### config.mk
export PLATFORM = sky130hd
export DESIGN_NAME = storeQueue
export DESIGN_NICKNAME = d
export VERILOG_FILES = /design/src/hdl/sqPkg.sv /design/src/hdl/sqEntryArray.sv /design/src/hdl/sqForward.sv /design/src/hdl/sqDrain.sv /design/src/hdl/storeQueue.sv
export SDC_FILE = /design/constraint.sdc
export NUM_CORES = 2
export LEC_CHECK = 0
export BUFFER_PORTS_ARGS = -buffer_cell sky130_fd_sc_hd__buf_2
export CAP_MARGIN = 20
export CORE_AREA = 2 2 373 522
export DETAILED_ROUTE_END_ITERATION = 10
export DIE_AREA = 0 0 375 524
export SYNTH_ARGS = -nofsm -noshare
export SYNTH_HDL_FRONTEND = slang
export SYNTH_SLANG_ARGS = --single-unit
### constraint.sdc
create_clock -name clk -period 12.2 [get_ports clk]
set_input_delay 1.83 -clock clk [delete_from_list [all_inputs] [get_ports clk]]
set_output_delay 1.83 -clock clk [all_outputs]
set_load 0.005 [all_outputs]
### src/hdl/sqPkg.sv
package sqPkg;

    // Queue geometry
    localparam int SQ_ENTRIES = 8;
    localparam int IDX_W = 3;
    localparam int SQN_W = IDX_W + 1;
    localparam int TAG_W = 6;

    // Load size codes
    localparam logic [1:0] SIZE_BYTE = 2'd0;
    localparam logic [1:0] SIZE_HALF = 2'd1;
    localparam logic [1:0] SIZE_WORD = 2'd2;

    typedef logic [IDX_W-1:0] sqIdxT;
    typedef logic [SQN_W-1:0] sqnT;
    typedef logic [TAG_W-1:0] tagT;

    // Store data word, holds the producer tag until the result is captured
    typedef union packed {
        logic [31:0] raw;
        struct packed {
            logic [31-TAG_W:0] fill;
            tagT tag;
        } pend;
    } sqDataU;

    typedef struct packed {
        sqDataU data;
        logic [29:0] addr;
        logic [3:0] wmask;
        sqnT sqN;
        logic addrAvail;
        logic dataAvail;
    } sqEntryT;

    typedef struct packed {
        logic valid;
        tagT tag;
    } enqReqT;

    typedef struct packed {
        logic valid;
        sqnT sqN;
        logic [29:0] addr;
        logic [3:0] wmask;
    } addrReqT;

    typedef struct packed {
        logic valid;
        tagT tag;
        logic [31:0] data;
    } resultBusT;

    // sqN is the number of the next store younger than the load
    typedef struct packed {
        logic valid;
        logic [31:0] addr;
        logic [1:0] size;
        sqnT sqN;
    } loadReqT;

    typedef struct packed {
        logic valid;
        logic [31:0] data;
        logic [3:0] mask;
        logic conflict;
    } fwdResultT;

    typedef struct packed {
        logic valid;
        logic [31:0] addr;
        logic [31:0] data;
        logic [3:0] wmask;
    } storeUopT;

    // Move the low byte or half into the lanes of the write mask
    function automatic logic [31:0] placeBytes(logic [31:0] raw, logic [3:0] wmask);
        logic [31:0] placed;
        placed = '0;
        case (wmask)
            4'b0001: placed[7:0] = raw[7:0];
            4'b0010: placed[15:8] = raw[7:0];
            4'b0100: placed[23:16] = raw[7:0];
            4'b1000: placed[31:24] = raw[7:0];
            4'b0011: placed[15:0] = raw[15:0];
            4'b1100: placed[31:16] = raw[15:0];
            default: placed = raw;
        endcase
        return placed;
    endfunction

    function automatic logic [3:0] readMaskOf(logic [1:0] size, logic [1:0] lowAddr);
        case (size)
            SIZE_BYTE: return 4'b0001 << lowAddr;
            SIZE_HALF: return lowAddr[1] ? 4'b1100 : 4'b0011;
            default: return 4'b1111;
        endcase
    endfunction

    // True when a was allocated before b, with wrap
    function automatic logic isOlder(sqnT a, sqnT b);
        sqnT diff;
        diff = a - b;
        return diff[SQN_W-1];
    endfunction

endpackage

### src/hdl/sqEntryArray.sv
`timescale 1ns/1ps

module sqEntryArray (
    input  logic clk,
    input  logic rst,
    input  sqPkg::enqReqT enq,
    input  sqPkg::addrReqT addrIn,
    input  sqPkg::resultBusT resultIn,
    input  logic deq,
    output sqPkg::sqEntryT [sqPkg::SQ_ENTRIES-1:0] entries,
    output logic [sqPkg::SQ_ENTRIES-1:0] entryValid,
    output sqPkg::sqnT headSqN,
    output sqPkg::sqnT enqSqN,
    output logic full,
    output logic empty
);

    sqPkg::sqnT tailSqN;
    sqPkg::sqnT count;
    sqPkg::sqIdxT tailIdx;
    sqPkg::sqIdxT addrIdx;

    assign tailIdx = tailSqN[sqPkg::IDX_W-1:0];
    assign addrIdx = addrIn.sqN[sqPkg::IDX_W-1:0];

    // One extra sequence bit tells full from empty
    assign count = tailSqN - headSqN;
    assign enqSqN = tailSqN;
    assign full = (count == sqPkg::sqnT'(sqPkg::SQ_ENTRIES));
    assign empty = (count == '0);

    // An entry is live when its distance from the head is below the count
    always_comb begin
        sqPkg::sqIdxT offset;
        for (int i = 0; i < sqPkg::SQ_ENTRIES; i++) begin
            offset = sqPkg::sqIdxT'(i) - headSqN[sqPkg::IDX_W-1:0];
            entryValid[i] = ({1'b0, offset} < count);
        end
    end

    always_ff @(posedge clk) begin
        if (rst) begin
            headSqN <= '0;
            tailSqN <= '0;
        end else begin
            if (enq.valid) begin
                tailSqN <= tailSqN + 1'b1;
            end
            if (deq) begin
                headSqN <= headSqN + 1'b1;
            end
        end
    end

    always_ff @(posedge clk) begin
        if (rst) begin
            for (int i = 0; i < sqPkg::SQ_ENTRIES; i++) begin
                entries[i].addrAvail <= 1'b0;
                entries[i].dataAvail <= 1'b0;
            end
        end else begin
            // Result bus snoop replaces the tag in the union with the data
            for (int i = 0; i < sqPkg::SQ_ENTRIES; i++) begin
                if (resultIn.valid && entryValid[i] && !entries[i].dataAvail &&
                    entries[i].data.pend.tag == resultIn.tag) begin
                    entries[i].data.raw <= resultIn.data;
                    entries[i].dataAvail <= 1'b1;
                end
            end

            if (addrIn.valid) begin
                entries[addrIdx].addr <= addrIn.addr;
                entries[addrIdx].wmask <= addrIn.wmask;
                entries[addrIdx].addrAvail <= 1'b1;
            end

            // New store waits for both its address and its data
            if (enq.valid) begin
                entries[tailIdx].data.pend.fill <= '0;
                entries[tailIdx].data.pend.tag <= enq.tag;
                entries[tailIdx].sqN <= tailSqN;
                entries[tailIdx].addrAvail <= 1'b0;
                entries[tailIdx].dataAvail <= 1'b0;
            end
        end
    end

    // The rename stage must hold stores back when no slot is free
    assert property (@(posedge clk) disable iff (rst) enq.valid |-> !full)
        else $error("store enqueued while queue full");

    // AGU writes each live store's address exactly once
    assert property (@(posedge clk) disable iff (rst)
        addrIn.valid |-> entryValid[addrIdx] && !entries[addrIdx].addrAvail)
        else $error("address write to dead or already addressed entry");

endmodule

### src/hdl/sqForward.sv
`timescale 1ns/1ps

module sqForward (
    input  logic clk,
    input  logic rst,
    input  sqPkg::loadReqT loadIn,
    input  sqPkg::sqEntryT [sqPkg::SQ_ENTRIES-1:0] entries,
    input  logic [sqPkg::SQ_ENTRIES-1:0] entryValid,
    input  sqPkg::sqnT headSqN,
    output sqPkg::fwdResultT fwdOut
);

    logic [3:0] readMask;
    logic [31:0] fwdData;
    logic [3:0] covered;
    logic conflict;

    assign readMask = sqPkg::readMaskOf(loadIn.size, loadIn.addr[1:0]);

    // Walk from the head so younger hits overwrite older bytes
    always_comb begin
        sqPkg::sqIdxT idx;
        sqPkg::sqEntryT cand;
        logic [31:0] placed;
        logic hit;
        fwdData = '0;
        covered = '0;
        conflict = 1'b0;
        for (int k = 0; k < sqPkg::SQ_ENTRIES; k++) begin
            idx = headSqN[sqPkg::IDX_W-1:0] + sqPkg::sqIdxT'(k);
            cand = entries[idx];
            placed = sqPkg::placeBytes(cand.data.raw, cand.wmask);
            hit = entryValid[idx] && cand.addrAvail &&
                  (cand.addr == loadIn.addr[31:2]) &&
                  sqPkg::isOlder(cand.sqN, loadIn.sqN);
            if (hit) begin
                if (cand.dataAvail) begin
                    for (int j = 0; j < 4; j++) begin
                        if (cand.wmask[j] && readMask[j]) begin
                            fwdData[j*8 +: 8] = placed[j*8 +: 8];
                            covered[j] = 1'b1;
                        end
                    end
                end else if ((cand.wmask & readMask) != '0) begin
                    // Overlapping store still waits for its data
                    conflict = 1'b1;
                end
            end
        end
    end

    always_ff @(posedge clk) begin
        if (rst) begin
            fwdOut.valid <= 1'b0;
        end else begin
            fwdOut.valid <= loadIn.valid;
        end
        if (loadIn.valid) begin
            fwdOut.data <= fwdData;
            // Bytes the load does not read count as available
            fwdOut.mask <= ~readMask | covered;
            fwdOut.conflict <= conflict;
        end
    end

    // One result per load, exactly one cycle later
    assert property (@(posedge clk) disable iff (rst)
        loadIn.valid |=> fwdOut.valid)
        else $error("forward result missing one cycle after load");

    assert property (@(posedge clk) disable iff (rst)
        !loadIn.valid |=> !fwdOut.valid)
        else $error("forward result without a load");

endmodule

### src/hdl/sqDrain.sv
`timescale 1ns/1ps

module sqDrain (
    input  logic clk,
    input  logic rst,
    input  logic stall,
    input  sqPkg::sqnT comSqN,
    input  sqPkg::sqEntryT [sqPkg::SQ_ENTRIES-1:0] entries,
    input  logic [sqPkg::SQ_ENTRIES-1:0] entryValid,
    input  sqPkg::sqnT headSqN,
    output sqPkg::storeUopT storeOut,
    output logic deq
);

    sqPkg::sqIdxT headIdx;
    sqPkg::sqEntryT headEntry;
    logic headReady;

    assign headIdx = headSqN[sqPkg::IDX_W-1:0];
    assign headEntry = entries[headIdx];

    // Committed, addressed and with data
    assign headReady = entryValid[headIdx] &&
                       headEntry.addrAvail &&
                       headEntry.dataAvail &&
                       sqPkg::isOlder(headSqN, comSqN);

    assign deq = headReady && !stall;

    always_ff @(posedge clk) begin
        if (rst) begin
            storeOut <= '0;
        end else if (!stall) begin
            if (headReady) begin
                storeOut.valid <= 1'b1;
                storeOut.addr <= {headEntry.addr, 2'b00};
                storeOut.data <= sqPkg::placeBytes(headEntry.data.raw, headEntry.wmask);
                storeOut.wmask <= headEntry.wmask;
            end else begin
                storeOut.valid <= 1'b0;
            end
        end
    end

    // Downstream sees a frozen store while it stalls
    assert property (@(posedge clk) disable iff (rst)
        stall |=> $stable(storeOut))
        else $error("store output changed under stall");

endmodule

### src/hdl/storeQueue.sv
`timescale 1ns/1ps

module storeQueue (
    input  logic clk,
    input  logic rst,
    input  sqPkg::enqReqT enq,
    input  sqPkg::addrReqT addrIn,
    input  sqPkg::resultBusT resultIn,
    input  sqPkg::loadReqT loadIn,
    input  sqPkg::sqnT comSqN,
    input  logic stall,
    output sqPkg::sqnT enqSqN,
    output logic full,
    output logic empty,
    output sqPkg::fwdResultT fwdOut,
    output sqPkg::storeUopT storeOut
);

    // Entry state shared by the forwarding and drain sides
    sqPkg::sqEntryT [sqPkg::SQ_ENTRIES-1:0] entries;
    logic [sqPkg::SQ_ENTRIES-1:0] entryValid;
    sqPkg::sqnT headSqN;
    logic deq;

    sqEntryArray uArray (
        .clk        (clk),
        .rst        (rst),
        .enq        (enq),
        .addrIn     (addrIn),
        .resultIn   (resultIn),
        .deq        (deq),
        .entries    (entries),
        .entryValid (entryValid),
        .headSqN    (headSqN),
        .enqSqN     (enqSqN),
        .full       (full),
        .empty      (empty)
    );

    sqForward uForward (
        .clk        (clk),
        .rst        (rst),
        .loadIn     (loadIn),
        .entries    (entries),
        .entryValid (entryValid),
        .headSqN    (headSqN),
        .fwdOut     (fwdOut)
    );

    // Dequeue pulse goes back to the array head pointer
    sqDrain uDrain (
        .clk        (clk),
        .rst        (rst),
        .stall      (stall),
        .comSqN     (comSqN),
        .entries    (entries),
        .entryValid (entryValid),
        .headSqN    (headSqN),
        .storeOut   (storeOut),
        .deq        (deq)
    );

endmodule

==> flow_metrics.env <==
export IMPL_worstMarginPinSlew_ns=1.374
export IMPL_route_detailed_wl_per_inst_microns=36.49
export IMPL_hold_buffers=0
export IMPL_drt_pass1_iter_count=7
export IMPL_hp_start="uDrain.storeOut[68]"
export IMPL_max_vdd_ir_drop_v=0.0001199
export IMPL_power_mw=6.255
export IMPL_max_cap_violations=0
export IMPL_globalRoute_totalOverflow=0
export IMPL_finalMaxSlewViolations=0
export IMPL_worst_r2r_start="uArray.headSqN[1]"
export IMPL_gp_routability_congestion=1.111
export IMPL_ctsResizeCount=0
export IMPL_synth_edf_count=597
export IMPL_start_util_pct=29.90
export IMPL_power_static_leakage_nw=21.24
export IMPL_post_route_cells_drive_above_1_share_pct=23.04
export IMPL_outcome="completed"
export IMPL_max_freq_ghz=0.1196
export IMPL_clock_sinks=689
export IMPL_wp_data_required_ns=12.57
export IMPL_floorplan_die_height_microns=524
export IMPL_relative_slew_slack_pct=6.554
export IMPL_path_clk_slew_ns=0.06
export IMPL_dp_hpwl_microns=209800
export IMPL_core_area_sq_mm=0.1914
export IMPL_whs_ns=0.4543
export IMPL_post_cts_repair_setup_buffers=0
export IMPL_yosys_register_bits=689
export IMPL_finalWorstPathRequiredPeriod_ns=8.359
export IMPL_grt_util_all_layers_pct=28.08
export IMPL_areal_power_density_over_the_cells_mw_per_mm2=97.65
export IMPL_top_level_ports=244
export IMPL_first_global_vias=46150
export IMPL_cp_max_fo=49
export IMPL_ys_warn_count=0
export IMPL_num_fill_cells=19110
export IMPL_period_share_pct=68.52
export IMPL_finClkSkew_ns=0.05631
export IMPL_die_width_microns=375
export IMPL_hold_viol=0
export IMPL_cts_tree="yes"
export IMPL_drt_iter0_markers=6791
export IMPL_worstSetupEndpointType="register"
export IMPL_path_class="register to register"
export IMPL_crit_chain="inv_1, ha_4, inv_1, ha_1, nor2b_1, a2bb2oi_1, o211ai_1, o2bb2a_1, a21oi_1, a211oi_1, nor4_4, nand3b_1, nand3_1, inv_1, a311oi_1"
export IMPL_totalWireLength_microns=283300
export IMPL_clock_insertion_delay_worst_skew_ns=0.78
export IMPL_clk_path_buf_depth=3
export IMPL_async_reset_ff_share_pct=0
export IMPL_crit_path_top_delay_cell="sky130_fd_sc_hd__a311oi_1"
export IMPL_cts_inserted_buffers=80
export IMPL_cts_root_buffer_cell="sky130_fd_sc_hd__clkbuf_16"
export IMPL_setup_viol_count_final=0
export IMPL_nNetsFinal=5338
export IMPL_layout_cells_most_common_list="sky130_fd_sc_hd__mux2i_1 (703), sky130_fd_sc_hd__edfxtp_1 (597), sky130_fd_sc_hd__mux4_2 (526)"
export IMPL_syn_area_sq_mm=0.05723
export IMPL_cp_slowest_stage_delay_ns=0.98
export IMPL_cp_arrival_ns=8.73
export IMPL_cp_start_kind="register"
export IMPL_timing_setup_tns_ns=0
export IMPL_layout_area_seq_sq_mm=0.01978
export IMPL_cpMostUsedCell="sky130_fd_sc_hd__inv_1"
export IMPL_drc_errors=0
export IMPL_rows=190
export IMPL_worst_hold_path_type="register to register"
export IMPL_drt_vias_per_instance=6.353
export IMPL_synth_area_per_cell_sq_um=11.14
export IMPL_area_overhead_vs_synth_pct=11.93
export IMPL_most_common_cell_after_layout_fill_and_taps_aside="sky130_fd_sc_hd__mux2i_1"
export IMPL_netlist_cell_type_count=100
export IMPL_dr_total_vias=49330
export IMPL_startpoint="uArray.headSqN[1]"
export IMPL_grt_start_max_net_pins=129
export IMPL_synth_cells=5135
export IMPL_remaining_number_of_nets_flagged_by_the_antenna_check_after_routing=0
export IMPL_fp_dieArea_sq_mm=0.1965
export IMPL_multi_input_comb_area_sq_mm=0.03542
export IMPL_number_of_antenna_violations_at_the_first_check_in_global_routing=62
export IMPL_grt_setup_unrepaired="false"
export IMPL_grt_pass1_wl_microns=385500
export IMPL_dp_cells=7577
export IMPL_dominantRegCellSynth="sky130_fd_sc_hd__edfxtp_1"
export IMPL_place_port_buffers=240
export IMPL_non_filler_cells_final=7765
export IMPL_synth_seq_area_share_pct=34.55
export IMPL_htreeDepth=3
==> worst max-delay path: cells and delay by family, from the launching register on <==
family	cells	cell delay [ns]
AND/OR/NAND/NOR	4	2.35
buffers and inverters	3	1.07
AO/OA/AOI/OAI	6	2.37
flip-flops	1	0.72
adder cells (fa/ha/maj)	2	1.35
==> power breakdown <==
part,switching (mW),internal [mW]
Combinational,0.619,0.299
Sequential,0.106,2.67
Clock,1.08,1.49
==> registers in the layout, indices dropped and copies added, names as in the netlist <==
name,cells
uForward.fwdOut,38
uDrain.storeOut,67
uArray.headSqN,4
uArray.entries,576
uArray.enqSqN,4
==> logic make-up after synthesis <==
group	Yosys count	synth area share (%)
other cells	1	0.006553
mux	1280	33.99
fa+ha+maj	34	0.7521
buf+inv	536	4.320
xor+xnor	334	5.112
flops	689	34.55
compound gates	831	9.942
simple gates	1430	11.33
==> stage by stage <==
stage / worst slack [ns] / cell area [sq um] / util [%]
3_3_place_gp: 4.107 / 61060 / 31.91
4_1_cts: 4.054 / 63840 / 33.36
3_5_place_dp: 4.100 / 61100 / 31.93
6_report: 3.841 / 64050 / 33.47
5_1_grt: 3.703 / 64010 / 33.45
2_1_floorplan: 2.281 / 57270 / -
==> Yosys cell counts (14+ instances only) <==
master / n / share of area [%]
sky130_fd_sc_hd__a2111oi_0: 17 / 0.26
sky130_fd_sc_hd__a211oi_1: 57 / 0.75
sky130_fd_sc_hd__a21oi_1: 137 / 1.2
sky130_fd_sc_hd__a221oi_1: 23 / 0.35
sky130_fd_sc_hd__a22oi_1: 86 / 1.1
sky130_fd_sc_hd__a31oi_1: 16 / 0.17
sky130_fd_sc_hd__and2_1: 28 / 0.31
sky130_fd_sc_hd__buf_1: 77 / 0.51
sky130_fd_sc_hd__buf_2: 98 / 0.86
sky130_fd_sc_hd__buf_4: 47 / 0.62
sky130_fd_sc_hd__buf_6: 20 / 0.39
sky130_fd_sc_hd__clkbuf_1: 226 / 1.5
sky130_fd_sc_hd__dfxtp_1: 92 / 3.2
sky130_fd_sc_hd__edfxtp_1: 597 / 31
sky130_fd_sc_hd__ha_1: 32 / 0.70
sky130_fd_sc_hd__inv_1: 64 / 0.42
sky130_fd_sc_hd__mux2_2: 23 / 0.45
sky130_fd_sc_hd__mux2i_1: 727 / 13
sky130_fd_sc_hd__mux4_2: 526 / 21
sky130_fd_sc_hd__nand2_1: 448 / 2.9
sky130_fd_sc_hd__nand2b_1: 37 / 0.40
sky130_fd_sc_hd__nand3_1: 77 / 0.67
sky130_fd_sc_hd__nand4_1: 49 / 0.54
sky130_fd_sc_hd__nor2_1: 507 / 3.3
sky130_fd_sc_hd__nor2b_1: 21 / 0.23
sky130_fd_sc_hd__nor3_1: 108 / 0.94
sky130_fd_sc_hd__nor4_1: 51 / 0.56
sky130_fd_sc_hd__o211ai_1: 17 / 0.22
sky130_fd_sc_hd__o21ai_0: 124 / 1.1
sky130_fd_sc_hd__o221ai_1: 31 / 0.47
sky130_fd_sc_hd__o22a_1: 14 / 0.21
sky130_fd_sc_hd__o22ai_1: 156 / 1.7
sky130_fd_sc_hd__or2_2: 15 / 0.16
sky130_fd_sc_hd__or3_1: 16 / 0.17
sky130_fd_sc_hd__xnor2_1: 239 / 3.7
sky130_fd_sc_hd__xor2_1: 95 / 1.5
==> cell type report <==
| type | instances | share of cell area, % |
|---|---|---|
| sequential | 689 | 30.88 |
| tap | 2496 | 4.876 |
| multi-input combinational | 3923 | 55.29 |
| clock inverter | 32 | 0.6603 |
| antenna | 35 | 0.1367 |
| inverter | 67 | 0.4122 |
| clock buffer | 110 | 3.626 |
| timing repair buffer | 413 | 4.114 |
==> worst paths after layout <==
kind,end,slack (ns),depth (start not counted)
max,uForward.fwdOut[12],3.84,15
min,uDrain.storeOut[68],0.45,2
max reg2reg,uForward.fwdOut[12],3.84,15
min reg2reg,uDrain.storeOut[68],0.45,2
==> metal layers <==
metal | track usage, % | vias up | wire (microns)
li1 | - | 20150 | -
met3 | 6.939 | 870 | 25290
met2 | 45.79 | 3167 | 134000
met1 | 31.30 | 25110 | 98120
met5 | 0 | - | 230
met4 | 22.63 | 34 | 25650
No activity file was read; power rests on OpenSTA's default activity.
